## src/common/arm_macros.svh

```systemverilog
`ifndef ARM_MACROS_SVH
`define ARM_MACROS_SVH

// machine word width
`define DATA_W 32

// register index width, sixteen architectural registers
`define REG_ADDR_W 4

// entries in the instruction queue
`define QUEUE_DEPTH 4

// fetch address out of reset
`define RESET_PC 32'h0000_0000

`endif

```

## src/common/arm_isa_pkg.sv

```systemverilog
`default_nettype none

package arm_isa_pkg;

	// instruction class seen by the decode stage
	// coprocessor encodings fall into cls_undef
	typedef enum logic [3:0] {
		cls_mul,
		cls_mrs,
		cls_msr,
		cls_swap,
		cls_bx,
		cls_half_reg,
		cls_half_imm,
		cls_alu,
		cls_sdt,
		cls_block,
		cls_branch,
		cls_swi,
		cls_undef
	} insn_class_t;

	// shift type, same encoding as insn[6:5]
	typedef enum logic [1:0] {
		shift_lsl = 2'b00,
		shift_lsr = 2'b01,
		shift_asr = 2'b10,
		shift_ror = 2'b11
	} shift_kind_t;

	// carry flag position in the cpsr word
	localparam int CPSR_C = 29;

endpackage

`default_nettype wire

```

## src/common/pipe_pkg.sv

```systemverilog
`default_nettype none

`include "arm_macros.svh"

package pipe_pkg;

	// one queued fetch, the word plus its pipeline pc
	// pc is fetch address + 8, as r15 reads in the arm pipeline
	typedef struct packed {
		logic [`DATA_W-1:0] insn;
		logic [`DATA_W-1:0] pc;
	} queue_entry_t;

endpackage

`default_nettype wire

```

## src/source/fetch_seq.sv

```systemverilog
`timescale 1ns/1ps
`default_nettype none

`include "arm_macros.svh"

module fetch_seq (
	input  wire                      clk,
	input  wire                      rst_n,
	input  wire                      insn_valid,
	input  wire [`DATA_W-1:0]        insn,
	input  wire                      pc_load,
	input  wire [`DATA_W-1:0]        pc_target,
	input  wire                      full,
	output logic                     push,
	output pipe_pkg::queue_entry_t   entry
);

	// pipeline pc runs two words ahead of the fetch address
	localparam logic [`DATA_W-1:0] pc_ahead = 8;
	localparam logic [`DATA_W-1:0] word_step = 4;

	// address of the next word to be accepted
	logic [`DATA_W-1:0] fetch_addr;

	// strobes arriving while full are dropped
	assign push = insn_valid && !full;

	// stamp with the address held before this edge
	assign entry = '{insn: insn, pc: fetch_addr + pc_ahead};

	always_ff @(posedge clk) begin
		if (!rst_n) begin
			fetch_addr <= `RESET_PC;
		end else if (pc_load) begin
			// redirect beats the increment, a same-cycle push keeps the old pc
			fetch_addr <= pc_target;
		end else if (push) begin
			fetch_addr <= fetch_addr + word_step;
		end
	end

endmodule

`default_nettype wire

```

## src/source/insn_queue.sv

```systemverilog
`timescale 1ns/1ps
`default_nettype none

`include "arm_macros.svh"

module insn_queue (
	input  wire                      clk,
	input  wire                      rst_n,
	input  wire                      push,
	input  wire pipe_pkg::queue_entry_t push_entry,
	input  wire                      pop,
	output pipe_pkg::queue_entry_t   head_entry,
	output logic                     full,
	output logic                     empty
);

	localparam int depth = `QUEUE_DEPTH;
	localparam int ptr_w = (depth > 1) ? $clog2(depth) : 1;
	localparam int cnt_w = $clog2(depth + 1);

	pipe_pkg::queue_entry_t mem [depth];

	logic [ptr_w-1:0] rd_ptr;
	logic [ptr_w-1:0] wr_ptr;
	logic [cnt_w-1:0] count;
	logic [cnt_w-1:0] count_next;
	logic             do_push;
	logic             do_pop;

	// wrap at depth, depth need not be a power of two
	function automatic logic [ptr_w-1:0] next_ptr(input logic [ptr_w-1:0] p);
		return (p == ptr_w'(depth - 1)) ? '0 : p + 1'b1;
	endfunction

	// guard against overflow and underflow even though neighbours obey the levels
	assign do_push = push && !full;
	assign do_pop = pop && !empty;

	always_comb begin
		count_next = count;
		if (do_push && !do_pop) begin
			count_next = count + 1'b1;
		end else if (do_pop && !do_push) begin
			count_next = count - 1'b1;
		end
	end

	// head is meaningful only while empty is low
	assign head_entry = mem[rd_ptr];

	// storage array
	always_ff @(posedge clk) begin
		if (do_push) begin
			mem[wr_ptr] <= push_entry;
		end
	end

	always_ff @(posedge clk) begin
		if (!rst_n) begin
			rd_ptr <= '0;
			wr_ptr <= '0;
			count <= '0;
			full <= 1'b0;
			empty <= 1'b1;
		end else begin
			if (do_push) begin
				wr_ptr <= next_ptr(wr_ptr);
			end
			if (do_pop) begin
				rd_ptr <= next_ptr(rd_ptr);
			end
			count <= count_next;
			// levels registered from the next occupancy
			full <= (count_next == cnt_w'(depth));
			empty <= (count_next == '0);
		end
	end

endmodule

`default_nettype wire

```

## src/source/reg_file.sv

```systemverilog
`timescale 1ns/1ps
`default_nettype none

`include "arm_macros.svh"

module reg_file (
	input  wire                      clk,
	input  wire                      rst_n,
	input  wire                      wr_en,
	input  wire [`REG_ADDR_W-1:0]    wr_addr,
	input  wire [`DATA_W-1:0]        wr_data,
	input  wire [`REG_ADDR_W-1:0]    read_0,
	input  wire [`REG_ADDR_W-1:0]    read_1,
	input  wire [`REG_ADDR_W-1:0]    read_2,
	output logic [`DATA_W-1:0]       rdata_0,
	output logic [`DATA_W-1:0]       rdata_1,
	output logic [`DATA_W-1:0]       rdata_2
);

	localparam int num_regs = 1 << `REG_ADDR_W;

	logic [`DATA_W-1:0] regs [num_regs];

	// single write port, whole file cleared at reset
	always_ff @(posedge clk) begin
		if (!rst_n) begin
			for (int i = 0; i < num_regs; i++) begin
				regs[i] <= '0;
			end
		end else if (wr_en) begin
			regs[wr_addr] <= wr_data;
		end
	end

	// async reads, a same-cycle write shows up only after the edge
	assign rdata_0 = regs[read_0];
	assign rdata_1 = regs[read_1];
	assign rdata_2 = regs[read_2];

endmodule

`default_nettype wire

```

## src/decode/arm_shifter.sv

```systemverilog
`timescale 1ns/1ps
`default_nettype none

`include "arm_macros.svh"

module arm_shifter (
	input  wire [`DATA_W-1:0]  insn,
	input  wire [`DATA_W-1:0]  operand,
	input  wire [`DATA_W-1:0]  reg_amt,
	input  wire                carry_in,
	output logic [`DATA_W-1:0] result,
	output logic               carry_out
);

	arm_isa_pkg::shift_kind_t kind;
	// effective amount, up to 255 for the register form
	logic [7:0] amt;
	logic [4:0] lo;
	logic       rrx;

	assign kind = arm_isa_pkg::shift_kind_t'(insn[6:5]);
	assign lo = amt[4:0];

	always_comb begin
		rrx = 1'b0;
		if (insn[4]) begin
			// register form, bottom byte of rs
			amt = reg_amt[7:0];
		end else if (insn[11:7] == 5'd0 &&
			(kind == arm_isa_pkg::shift_lsr || kind == arm_isa_pkg::shift_asr)) begin
			// lsr #0 and asr #0 encode a shift by 32
			amt = 8'd32;
		end else begin
			amt = {3'd0, insn[11:7]};
			// ror #0 encodes rrx
			rrx = (insn[11:7] == 5'd0) && (kind == arm_isa_pkg::shift_ror);
		end
	end

	always_comb begin
		// amount zero passes through with carry unchanged
		result = operand;
		carry_out = carry_in;
		if (rrx) begin
			result = {carry_in, operand[`DATA_W-1:1]};
			carry_out = operand[0];
		end else if (amt != 8'd0) begin
			unique case (kind)
				arm_isa_pkg::shift_lsl: begin
					if (amt < 8'd32) begin
						result = operand << lo;
						// last bit shifted out is operand[32 - amt]
						carry_out = operand[5'd0 - lo];
					end else begin
						result = '0;
						carry_out = (amt == 8'd32) ? operand[0] : 1'b0;
					end
				end
				arm_isa_pkg::shift_lsr: begin
					if (amt < 8'd32) begin
						result = operand >> lo;
						carry_out = operand[lo - 5'd1];
					end else begin
						result = '0;
						carry_out = (amt == 8'd32) ? operand[`DATA_W-1] : 1'b0;
					end
				end
				arm_isa_pkg::shift_asr: begin
					if (amt < 8'd32) begin
						result = $signed(operand) >>> lo;
						carry_out = operand[lo - 5'd1];
					end else begin
						// saturates to all sign bits
						result = {`DATA_W{operand[`DATA_W-1]}};
						carry_out = operand[`DATA_W-1];
					end
				end
				arm_isa_pkg::shift_ror: begin
					if (lo == 5'd0) begin
						// multiple of 32, value unchanged, carry from bit 31
						result = operand;
						carry_out = operand[`DATA_W-1];
					end else begin
						result = (operand >> lo) | (operand << (6'd32 - {1'b0, lo}));
						carry_out = operand[lo - 5'd1];
					end
				end
			endcase
		end
	end

endmodule

`default_nettype wire

```

## src/decode/decode_stage.sv

```systemverilog
`timescale 1ns/1ps
`default_nettype none

`include "arm_macros.svh"

module decode_stage (
	input  wire                             clk,
	input  wire                             rst_n,
	input  wire                             empty,
	input  wire pipe_pkg::queue_entry_t     head_entry,
	input  wire                             stall,
	input  wire [`DATA_W-1:0]               cpsr,
	input  wire [`DATA_W-1:0]               rdata_0,
	input  wire [`DATA_W-1:0]               rdata_1,
	input  wire [`DATA_W-1:0]               rdata_2,
	output logic                            pop,
	output logic [`REG_ADDR_W-1:0]          read_0,
	output logic [`REG_ADDR_W-1:0]          read_1,
	output logic [`REG_ADDR_W-1:0]          read_2,
	output logic [`DATA_W-1:0]              op0,
	output logic [`DATA_W-1:0]              op1,
	output logic [`DATA_W-1:0]              op2,
	output logic                            carry,
	output arm_isa_pkg::insn_class_t        insn_class,
	output logic                            out_valid
);

	localparam logic [`REG_ADDR_W-1:0] pc_idx = '1;
	localparam logic [`DATA_W-1:0] pc_back = 8;
	localparam logic [`DATA_W-1:0] pc_back_reg_shift = 12;

	logic [`DATA_W-1:0]       insn;
	arm_isa_pkg::insn_class_t cls_d;
	logic                     reg_shift_alu;
	logic [`DATA_W-1:0]       pc_view;
	logic [`DATA_W-1:0]       regs0;
	logic [`DATA_W-1:0]       regs1;
	logic [`DATA_W-1:0]       shift_res;
	logic                     shift_carry;
	logic [`DATA_W-1:0]       op0_d;
	logic [`DATA_W-1:0]       op1_d;
	logic [`DATA_W-1:0]       op2_d;
	logic                     carry_d;

	// 8-bit immediate rotated right by twice the 4-bit field
	function automatic logic [`DATA_W-1:0] rot_imm(input logic [11:0] field);
		logic [`DATA_W-1:0] imm;
		logic [4:0]         rot;
		imm = {{(`DATA_W-8){1'b0}}, field[7:0]};
		rot = {field[11:8], 1'b0};
		return (imm >> rot) | (imm << (6'd32 - {1'b0, rot}));
	endfunction

	assign insn = head_entry.insn;

	// consume whenever a word waits and nothing holds us
	assign pop = !empty && !stall;

	// priority match, specific 00x encodings ahead of the alu catch-all
	always_comb begin
		casez (insn)
			32'b????000000??????????????1001????: cls_d = arm_isa_pkg::cls_mul;
			32'b????00010?001111????000000000000: cls_d = arm_isa_pkg::cls_mrs;
			32'b????00010?101001111100000000????: cls_d = arm_isa_pkg::cls_msr;
			// msr flag form, register or immediate
			32'b????00?10?1010001111????????????: cls_d = arm_isa_pkg::cls_msr;
			32'b????00010?00????????00001001????: cls_d = arm_isa_pkg::cls_swap;
			32'b????000100101111111111110001????: cls_d = arm_isa_pkg::cls_bx;
			32'b????000??0??????????00001??1????: cls_d = arm_isa_pkg::cls_half_reg;
			32'b????000??1??????????????1??1????: cls_d = arm_isa_pkg::cls_half_imm;
			// register-offset transfer with bit 4 set
			32'b????011????????????????????1????: cls_d = arm_isa_pkg::cls_undef;
			32'b????01??????????????????????????: cls_d = arm_isa_pkg::cls_sdt;
			32'b????100?????????????????????????: cls_d = arm_isa_pkg::cls_block;
			32'b????101?????????????????????????: cls_d = arm_isa_pkg::cls_branch;
			32'b????1111????????????????????????: cls_d = arm_isa_pkg::cls_swi;
			32'b????00??????????????????????????: cls_d = arm_isa_pkg::cls_alu;
			// coprocessor space lands here
			default: cls_d = arm_isa_pkg::cls_undef;
		endcase
	end

	// r15 reads as pc - 12 when the alu shifts by a register
	assign reg_shift_alu = (cls_d == arm_isa_pkg::cls_alu) && !insn[25] && insn[4];
	assign pc_view = head_entry.pc - (reg_shift_alu ? pc_back_reg_shift : pc_back);

	// register indices per class, unused ports read r0
	always_comb begin
		read_0 = '0;
		read_1 = '0;
		read_2 = '0;
		case (cls_d)
			arm_isa_pkg::cls_mul: begin
				// accumulate reg sits in 15:12
				read_0 = insn[15:12];
				read_1 = insn[3:0];
				read_2 = insn[11:8];
			end
			arm_isa_pkg::cls_msr, arm_isa_pkg::cls_bx: begin
				read_0 = insn[3:0];
			end
			arm_isa_pkg::cls_alu, arm_isa_pkg::cls_sdt: begin
				read_0 = insn[19:16];
				read_1 = insn[3:0];
				// rs for register shifts
				read_2 = insn[11:8];
			end
			arm_isa_pkg::cls_swap, arm_isa_pkg::cls_half_reg: begin
				read_0 = insn[19:16];
				read_1 = insn[3:0];
			end
			arm_isa_pkg::cls_half_imm, arm_isa_pkg::cls_block: begin
				read_0 = insn[19:16];
			end
			default: begin
			end
		endcase
	end

	// port 2 is never r15, ports 0 and 1 see the pc view
	assign regs0 = (read_0 == pc_idx) ? pc_view : rdata_0;
	assign regs1 = (read_1 == pc_idx) ? pc_view : rdata_1;

	arm_shifter shifter_i (
		.insn      (insn),
		.operand   (regs1),
		.reg_amt   (rdata_2),
		.carry_in  (cpsr[arm_isa_pkg::CPSR_C]),
		.result    (shift_res),
		.carry_out (shift_carry)
	);

	// operand forming, anything not listed stays zero
	always_comb begin
		op0_d = '0;
		op1_d = '0;
		op2_d = '0;
		carry_d = 1'b0;
		case (cls_d)
			arm_isa_pkg::cls_mul: begin
				op0_d = regs0;
				op1_d = regs1;
				op2_d = rdata_2;
			end
			arm_isa_pkg::cls_msr: begin
				// bit 25 only set in the flag form with a constant
				op0_d = insn[25] ? rot_imm(insn[11:0]) : regs0;
			end
			arm_isa_pkg::cls_swap, arm_isa_pkg::cls_half_reg: begin
				op0_d = regs0;
				op1_d = regs1;
			end
			arm_isa_pkg::cls_bx: begin
				op0_d = regs0;
			end
			arm_isa_pkg::cls_half_imm: begin
				// split offset, high nibble in 11:8
				op0_d = regs0;
				op1_d = {{(`DATA_W-8){1'b0}}, insn[11:8], insn[3:0]};
			end
			arm_isa_pkg::cls_alu: begin
				op0_d = regs0;
				if (insn[25]) begin
					op1_d = rot_imm(insn[11:0]);
					carry_d = cpsr[arm_isa_pkg::CPSR_C];
				end else begin
					op1_d = shift_res;
					carry_d = shift_carry;
				end
			end
			arm_isa_pkg::cls_sdt: begin
				op0_d = regs0;
				// in transfers a clear bit 25 means the 12-bit immediate
				if (!insn[25]) begin
					op1_d = {{(`DATA_W-12){1'b0}}, insn[11:0]};
					carry_d = cpsr[arm_isa_pkg::CPSR_C];
				end else begin
					op1_d = shift_res;
					carry_d = shift_carry;
				end
			end
			arm_isa_pkg::cls_block: begin
				// register list
				op0_d = regs0;
				op1_d = {{(`DATA_W-16){1'b0}}, insn[15:0]};
			end
			arm_isa_pkg::cls_branch: begin
				// word offset, sign extended
				op0_d = {{(`DATA_W-26){insn[23]}}, insn[23:0], 2'b00};
			end
			default: begin
			end
		endcase
	end

	always_ff @(posedge clk) begin
		if (!rst_n) begin
			out_valid <= 1'b0;
		end else begin
			// one pulse per popped word
			out_valid <= pop;
		end
	end

	// operands hold between pops, so a stall keeps the last set
	always_ff @(posedge clk) begin
		if (pop) begin
			op0 <= op0_d;
			op1 <= op1_d;
			op2 <= op2_d;
			carry <= carry_d;
			insn_class <= cls_d;
		end
	end

endmodule

`default_nettype wire

```

## src/source/front_top.sv

```systemverilog
`timescale 1ns/1ps
`default_nettype none

`include "arm_macros.svh"

module front_top (
	input  wire                       clk,
	input  wire                       rst_n,
	input  wire                       insn_valid,
	input  wire [`DATA_W-1:0]         insn,
	input  wire                       pc_load,
	input  wire [`DATA_W-1:0]         pc_target,
	input  wire                       stall,
	input  wire [`DATA_W-1:0]         cpsr,
	input  wire                       wr_en,
	input  wire [`REG_ADDR_W-1:0]     wr_addr,
	input  wire [`DATA_W-1:0]         wr_data,
	output logic                      full,
	output logic                      out_valid,
	output logic [`DATA_W-1:0]        op0,
	output logic [`DATA_W-1:0]        op1,
	output logic [`DATA_W-1:0]        op2,
	output logic                      carry,
	output arm_isa_pkg::insn_class_t  insn_class
);

	// fetch to queue
	logic                   push;
	pipe_pkg::queue_entry_t push_entry;

	// queue to decode
	logic                   pop;
	logic                   empty;
	pipe_pkg::queue_entry_t head_entry;

	// decode to register file
	logic [`REG_ADDR_W-1:0] read_0;
	logic [`REG_ADDR_W-1:0] read_1;
	logic [`REG_ADDR_W-1:0] read_2;
	logic [`DATA_W-1:0]     rdata_0;
	logic [`DATA_W-1:0]     rdata_1;
	logic [`DATA_W-1:0]     rdata_2;

	fetch_seq fetch_i (
		.clk        (clk),
		.rst_n      (rst_n),
		.insn_valid (insn_valid),
		.insn       (insn),
		.pc_load    (pc_load),
		.pc_target  (pc_target),
		.full       (full),
		.push       (push),
		.entry      (push_entry)
	);

	insn_queue queue_i (
		.clk        (clk),
		.rst_n      (rst_n),
		.push       (push),
		.push_entry (push_entry),
		.pop        (pop),
		.head_entry (head_entry),
		.full       (full),
		.empty      (empty)
	);

	reg_file regs_i (
		.clk     (clk),
		.rst_n   (rst_n),
		.wr_en   (wr_en),
		.wr_addr (wr_addr),
		.wr_data (wr_data),
		.read_0  (read_0),
		.read_1  (read_1),
		.read_2  (read_2),
		.rdata_0 (rdata_0),
		.rdata_1 (rdata_1),
		.rdata_2 (rdata_2)
	);

	decode_stage decode_i (
		.clk        (clk),
		.rst_n      (rst_n),
		.empty      (empty),
		.head_entry (head_entry),
		.stall      (stall),
		.cpsr       (cpsr),
		.rdata_0    (rdata_0),
		.rdata_1    (rdata_1),
		.rdata_2    (rdata_2),
		.pop        (pop),
		.read_0     (read_0),
		.read_1     (read_1),
		.read_2     (read_2),
		.op0        (op0),
		.op1        (op1),
		.op2        (op2),
		.carry      (carry),
		.insn_class (insn_class),
		.out_valid  (out_valid)
	);

endmodule

`default_nettype wire

```

## config.mk

```make
export PLATFORM = sky130hd
export DESIGN_NAME = front_top
export DESIGN_NICKNAME = d
export VERILOG_FILES = /design/src/common/arm_isa_pkg.sv /design/src/common/pipe_pkg.sv /design/src/source/fetch_seq.sv /design/src/source/insn_queue.sv /design/src/source/reg_file.sv /design/src/decode/arm_shifter.sv /design/src/decode/decode_stage.sv /design/src/source/front_top.sv
export VERILOG_INCLUDE_DIRS = /design/src /design/src/common
export SDC_FILE = /design/constraint.sdc
export NUM_CORES = 2
export LEC_CHECK = 0
export ABC_AREA = 1
export BUFFER_PORTS_ARGS = -buffer_cell sky130_fd_sc_hd__buf_2
export CAP_MARGIN = 15
export CORE_ASPECT_RATIO = 1.2
export CORE_MARGIN = 1
export CORE_UTILIZATION = 40
export CTS_CLUSTER_DIAMETER = 100
export DETAILED_ROUTE_END_ITERATION = 12
export PLACE_DENSITY_LB_ADDON = 0.15
export REMOVE_ABC_BUFFERS = 1
export SLEW_MARGIN = 20
export SYNTH_ARGS = -nofsm -noshare
export SYNTH_HDL_FRONTEND = slang
export SYNTH_SLANG_ARGS = --single-unit
export TNS_END_PERCENT = 30
```

## constraint.sdc

```tcl
create_clock -name clk -period 8.2 [get_ports clk]
set_input_delay 1.64 -clock clk [delete_from_list [all_inputs] [get_ports clk]]
set_output_delay 1.64 -clock clk [all_outputs]
set_load 0.01 [all_outputs]
```

Word level (Yosys, flattened, before mapping)

Memory sizes are Yosys's and may differ from the RTL's. A register that Yosys moved wholly into a read port is not among the register bits.
Index checks and enable logic that the tools add are counted.

Shift-type cells: 6
Magnitude comparators: 3
Add/subtract/negate cells: 11
Reduce and logical (&&, ||, !) cells: 33
Muxes and demuxes: 58
Equality and inequality tests: 31
Bitwise operators: 2

Operator list:

| kind                                                   | number |
|---|---|
| two-way mux 32 bit                                     | 14 |
| one-hot mux 32 bit (5 select lines)                    | 1 |
| one-hot mux 32 bit (4 select lines)                    | 1 |
| one-hot mux 32 bit (3 select lines)                    | 1 |
| bitwise OR 32 bit                                      | 2 |
| equality test 23 x 20 -> 1 bit (second input constant) | 2 |
| one-hot mux 4 bit (5 select lines)                     | 2 |
| adder 32 x 3 -> 32 bit (second input constant)         | 1 |
| adder 32 x 4 -> 32 bit (second input constant)         | 1 |
| OR reduction 32 bit                                    | 1 |
| << shifter 32 x 5 -> 32 bit                            | 1 |
| << shifter 32 x 6 -> 32 bit                            | 1 |
| << shifter 8 x 6 -> 32 bit                             | 1 |
| right shift 32 x 5 -> 32 bit                           | 1 |
| right shift 8 x 5 -> 32 bit                            | 1 |
| >>> shifter 32 x 5 -> 32 bit                           | 1 |
| subtractor 32 bit                                      | 1 |
| equality test 24 x 21 -> 1 bit (second input constant) | 1 |
| equality test 4 bit (second input constant)            | 6 |
| one-hot mux 4 bit (3 select lines)                     | 2 |
| two-way mux 1 bit                                      | 21 |
| equality test 4 x 3 -> 1 bit (second input constant)   | 5 |
| equality test 15 x 12 -> 1 bit (second input constant) | 1 |
| equality test 14 x 12 -> 1 bit (second input constant) | 1 |
| 38 further kinds                                       | 74 |

Input bits: 138
Flip-flop bits (word level): 143
Output and inout bits: 103
Memory bits (writable): 768
Memories kept: 2

Memories:

| memory      | words | width | rd ports | clocked after memory_dff | wr ports | line             | RTL |
|---|---|---|---|---|---|---|---|
| regs_i.regs | 16    | 32    | 3        | 0                        | 16       | reg_file.sv:22   | `` logic [`DATA_W-1:0] regs [num_regs]; `` |
| queue_i.mem | 4     | 64    | 1        | 1                        | 1        | insn_queue.sv:21 | `pipe_pkg::queue_entry_t mem [depth];` |

Logic depth before layout (Yosys ltp)

Word-level depth: 18
Gate-level depth with buffers: 58
Depth with buffers taken out: 44

By module

Synthesis repeated with hierarchy kept, for this count alone.

Cell total of the unflattened synthesis: 8963
Area total of the unflattened synthesis: 62921.6 sq um

By module, submodules not included:

| module       | area an instance (sq um) | cells each | instances | seq. area each (sq um) |
|---|---|---|---|---|
| reg_file     | 34514.4                  | 4999       | 1         | 15374.7 |
| insn_queue   | 10090.9                  | 699        | 1         | 7907.6 |
| decode_stage | 8246.7                   | 1212       | 1         | 3052.9 |
| arm_shifter  | 7254.5                   | 1591       | 1         | 0.0 |
| fetch_seq    | 2815.2                   | 462        | 1         | 640.6 |

Least setup slack after synthesis

No wires, ideal clock.

Path kind: reg-to-reg
From: register (tool-made name)
To: register decode_i.op1[7], data pin
Data required time: 7942 ps
Path slack: 554 ps
Stages on the path, launching flop included: 54
Period minus slack after synthesis: 7646 ps
Arrival time: 7387 ps
Path through: dfxtp_1 > buf_4 > inv_2 > buf_4 > buf_4 > buf_4 > a21oi_1 > a32oi_1 > clkbuf_1 > clkbuf_1 > clkbuf_1 > clkbuf_1 > clkbuf_1 > clkbuf_1 > ha_1 > inv_1 > nor2_1 > nand2_1 > [18 not listed] > nand2_2 > inv_2 > buf_2 > buf_2 > ha_1 > inv_1 > nor3_2 > ha_1 > inv_1 > clkbuf_1 > clkbuf_1 > o21ai_1 > a21oi_1 > nand2_1 > o21ai_1 > nand2_1 > nand2_1 > nand2_1

RTL lines:

| item                   | line                | RTL |
|---|---|---|
| end signal: assignment | decode_stage.sv:209 | `op1 <= op1_d;` |
| end: declaration       | decode_stage.sv:21  | `` output logic [`DATA_W-1:0] op1, `` |

==> impl_metrics.toml <==
[power_and_ir_drop]
powerDensity_nw_per_um2 = 461
leakage_nw = 27.2
p_total_mw = 30.1
vdd_drop_max_uv = 468

[floorplanning]
die_h_um = 424
start_util_pct = 40.4
dieArea_um2 = 150000
core_um2 = 147000
num_io_pins = 241
die_w_um = 354
fp-row-count = 154

[synth]
ys_types = 65
yosysTopAreaCell = "edfxtp_1"
ys.flop_type = "edfxtp_1"
ys_seq_area_share_pct = 44.6
yosys-top-cells-count = "nand2_1 (2259), nand3_1 (1208), nor2_1 (941)"
synth_seq_cells = 897
async_flop_share_pct = 0
synth_most_common_cell = "nand2_1"
ys_warn_count = 0
synth_cells = 7930
syn_area_um2 = 59400
avgSynthCellArea_um2 = 7.49
synth_edf_count = 853
yosysTopAreaCellShare_pct = 43.1
synth_area_leaders = "edfxtp_1 (43%), nand2_1 (14%), nand3_1 (10%)"

[detailed_routing]
wire_per_inst_um = 29.2
drt_iter0_drc = 9614
vias = 61532
wl_met3_mm = 35.1
drt_pass1_iterations = 9
wl_met1_mm = 110
ant_nets = 0
dr.max_layer_used = "met5"
drc = 0
dr_wl_met2_mm = 121
viasPerCell = 6.25
wirelength_mm = 288

[clock_tree]
cts_buffers = 95
cts-root-buf = "clkbuf_16"
clock_latency_ns = 0.76
post_cts_buffers = 0
cts_tree = "built"
cts.path.max_buffers = 3
clkTransAtPathRegs_ns = 0.07
htreeDepth = 3
clock_sinks = 897

[sta]
rsz0062_at_grt = "false"
fmax_mhz = 127
setup_viol = 0
period_needed_ns = 7.86
worstMarginPinSlew_ns = 1.21
worst_slack_ns = 0.338
slew_headroom_pct = 19.4
drv_slew = 0
finalHoldViolCount = 0
fin_crit_sh_pct = 95.9
skew_ns = 0.0531

[global_route]
grt_max_degree = 151
overflow = 0
grt_pass1_wl_mm = 405
first_global_vias = 56905
antenna_found_initial = 14
grtUsageTotal_pct = 37.2

[status]
status = "completed"

[setup_path]
critPathMaxStageDelay_ns = 0.55
cp_common_cell = "nand2_1"
endpoint_kind = "register"
arrival_ns = 8.32
cpLargestDelayFamily = "simple AND/OR/NAND/NOR gates"
startpoint_type = "register"
cp_slowest_cell = "clkinv_2"
crit_buf_inv = 8
cp_max_fo = 60
worstPathRequired_ns = 8.65
worstSetupPathType = "reg -> reg"

[layout]
final_nets = 7969
nFillCells = 14941
areaGrowthSynthToFinish_pct = 9.90
layout-drive-gt1-share_pct = 9.22

[place]
dp_hpwl_mm = 179
portBuffers = 205
finalWeightedCongestion = 1.01
pre_cts_slack_ns = 0.542

[worst_hold_path]
hold_class = "reg -> reg"
min-delay-start = "fetch_i.fetch_addr[19]"

[flow_run]
maxCapViolations = 0
[final cells by class]
| cell class | instances | area (um^2) | area share [%] |
|---|---|---|---|
| Multi-Input combinational cell | 5972 | 28800 | 44.2 |
| Sequential cell | 897 | 26500 | 40.6 |
| Timing Repair Buffer | 383 | 2600 | 3.99 |
| Clock buffer | 122 | 2550 | 3.91 |
| Tap cell | 1950 | 2440 | 3.74 |
| Inverter | 463 | 1760 | 2.69 |
| Clock inverter | 55 | 587 | 0.899 |
| Antenna cell | 4 | 10.0 | 0.0153 |
[power by group]
| group | switching, mW | internal (mW) |
|---|---|---|
| sequential | 0.211 | 5.47 |
| combinational | 15.1 | 4.79 |
| clock | 1.98 | 2.50 |
[kinds of logic (layout without fill, tap and decap cells)]
| group | Yosys count | after routing | share of synthesized area [%] |
|---|---|---|---|
| flops | 897 | 897 | 44.6 |
| mux | 2 | 2 | 0.0379 |
| compound gates | 1265 | 1265 | 13.4 |
| xor+xnor | 76 | 76 | 1.17 |
| fa+ha+maj | 19 | 19 | 0.400 |
| buf+inv | 1061 | 1023 | 7.44 |
| simple gates | 4610 | 4610 | 33.0 |
| other cells | 0 | 4 | 0 |
[worst reg2reg max path: cells and delay by family (launching register included)]
| kind | cells | cell delay (ns) |
|---|---|---|
| and+or+nand+nor | 27 | 3.49 |
| adders and majority gates | 2 | 0.77 |
| DFF | 1 | 0.48 |
| buffers and inverters | 8 | 2.05 |
| AOI/OAI and AO/OA | 2 | 0.78 |
[through the flow]
stage	hold WS, ns	instances	TNS [ns]	cell area, um^2	util, %
final	0.491	9846	0	65300	44.4
after floorplan	0.455	7332	-1116.62	56700	-
after global routing	0.517	9845	0	65300	44.4
after CTS	0.492	9842	0	65200	44.4
after global placement	0.471	9665	0	62100	42.2
after detailed placement	0.481	9665	0	62100	42.2
[per-layer routing]
metal,up-vias,global-route usage (%)
li1,26980,-
met1,29167,49.5
met2,4506,54.8
met3,869,7.44
met4,10,24.2
met5,-,0
[final timing paths]
path / to / slack, ns / depth (start not counted)
setup / recovery: decode_i.op1[19] / 0.34 / 39
hold / removal: fetch_i.fetch_addr[19] / 0.49 / 2
setup reg to reg: decode_i.op1[19] / 0.34 / 39
hold reg to reg: fetch_i.fetch_addr[19] / 0.49 / 2
[flip-flops by register name, indices dropped and copies added, names as in the netlist, named ones only]
| register | count |
|---|---|
| regs_i.regs | 512 |
| queue_i.mem | 240 |
| decode_i.op0 | 32 |
| decode_i.op1 | 32 |
| decode_i.op2 | 32 |
| fetch_i.fetch_addr | 32 |
| decode_i.insn_class | 4 |
| queue_i.count | 3 |
| queue_i.rd_ptr | 2 |
| queue_i.wr_ptr | 2 |
| decode_i.carry | 1 |
| decode_i.out_valid | 1 |
| queue_i.empty | 1 |
| queue_i.full | 1 |
[layout by cell type (no fill, tap or decap), types with 35 or more instances in the layout]
cell type / n
a21oi_1: 316
o221ai_1: 92
o211ai_1: 164
clkbuf_16: 97
buf_2: 205
nand3_2: 35
nand2_1: 2222
a31oi_1: 40
o21ai_1: 42
nand2_2: 36
inv_1: 410
nand3_1: 1207
dfxtp_1: 43
inv_2: 38
nor2_1: 932
xor2_1: 60
o21ai_0: 397
a32o_1: 70
buf_4: 156
edfxtp_1: 853
nor3_1: 47
[repair_timing]
action / 4_1_cts / 5_1_grt
hold buffers: 0 / 0
setup endpoints to repair: 0 / 17
resized for setup: 0 / 6
Note: power is estimated with default switching activity, not from simulation.
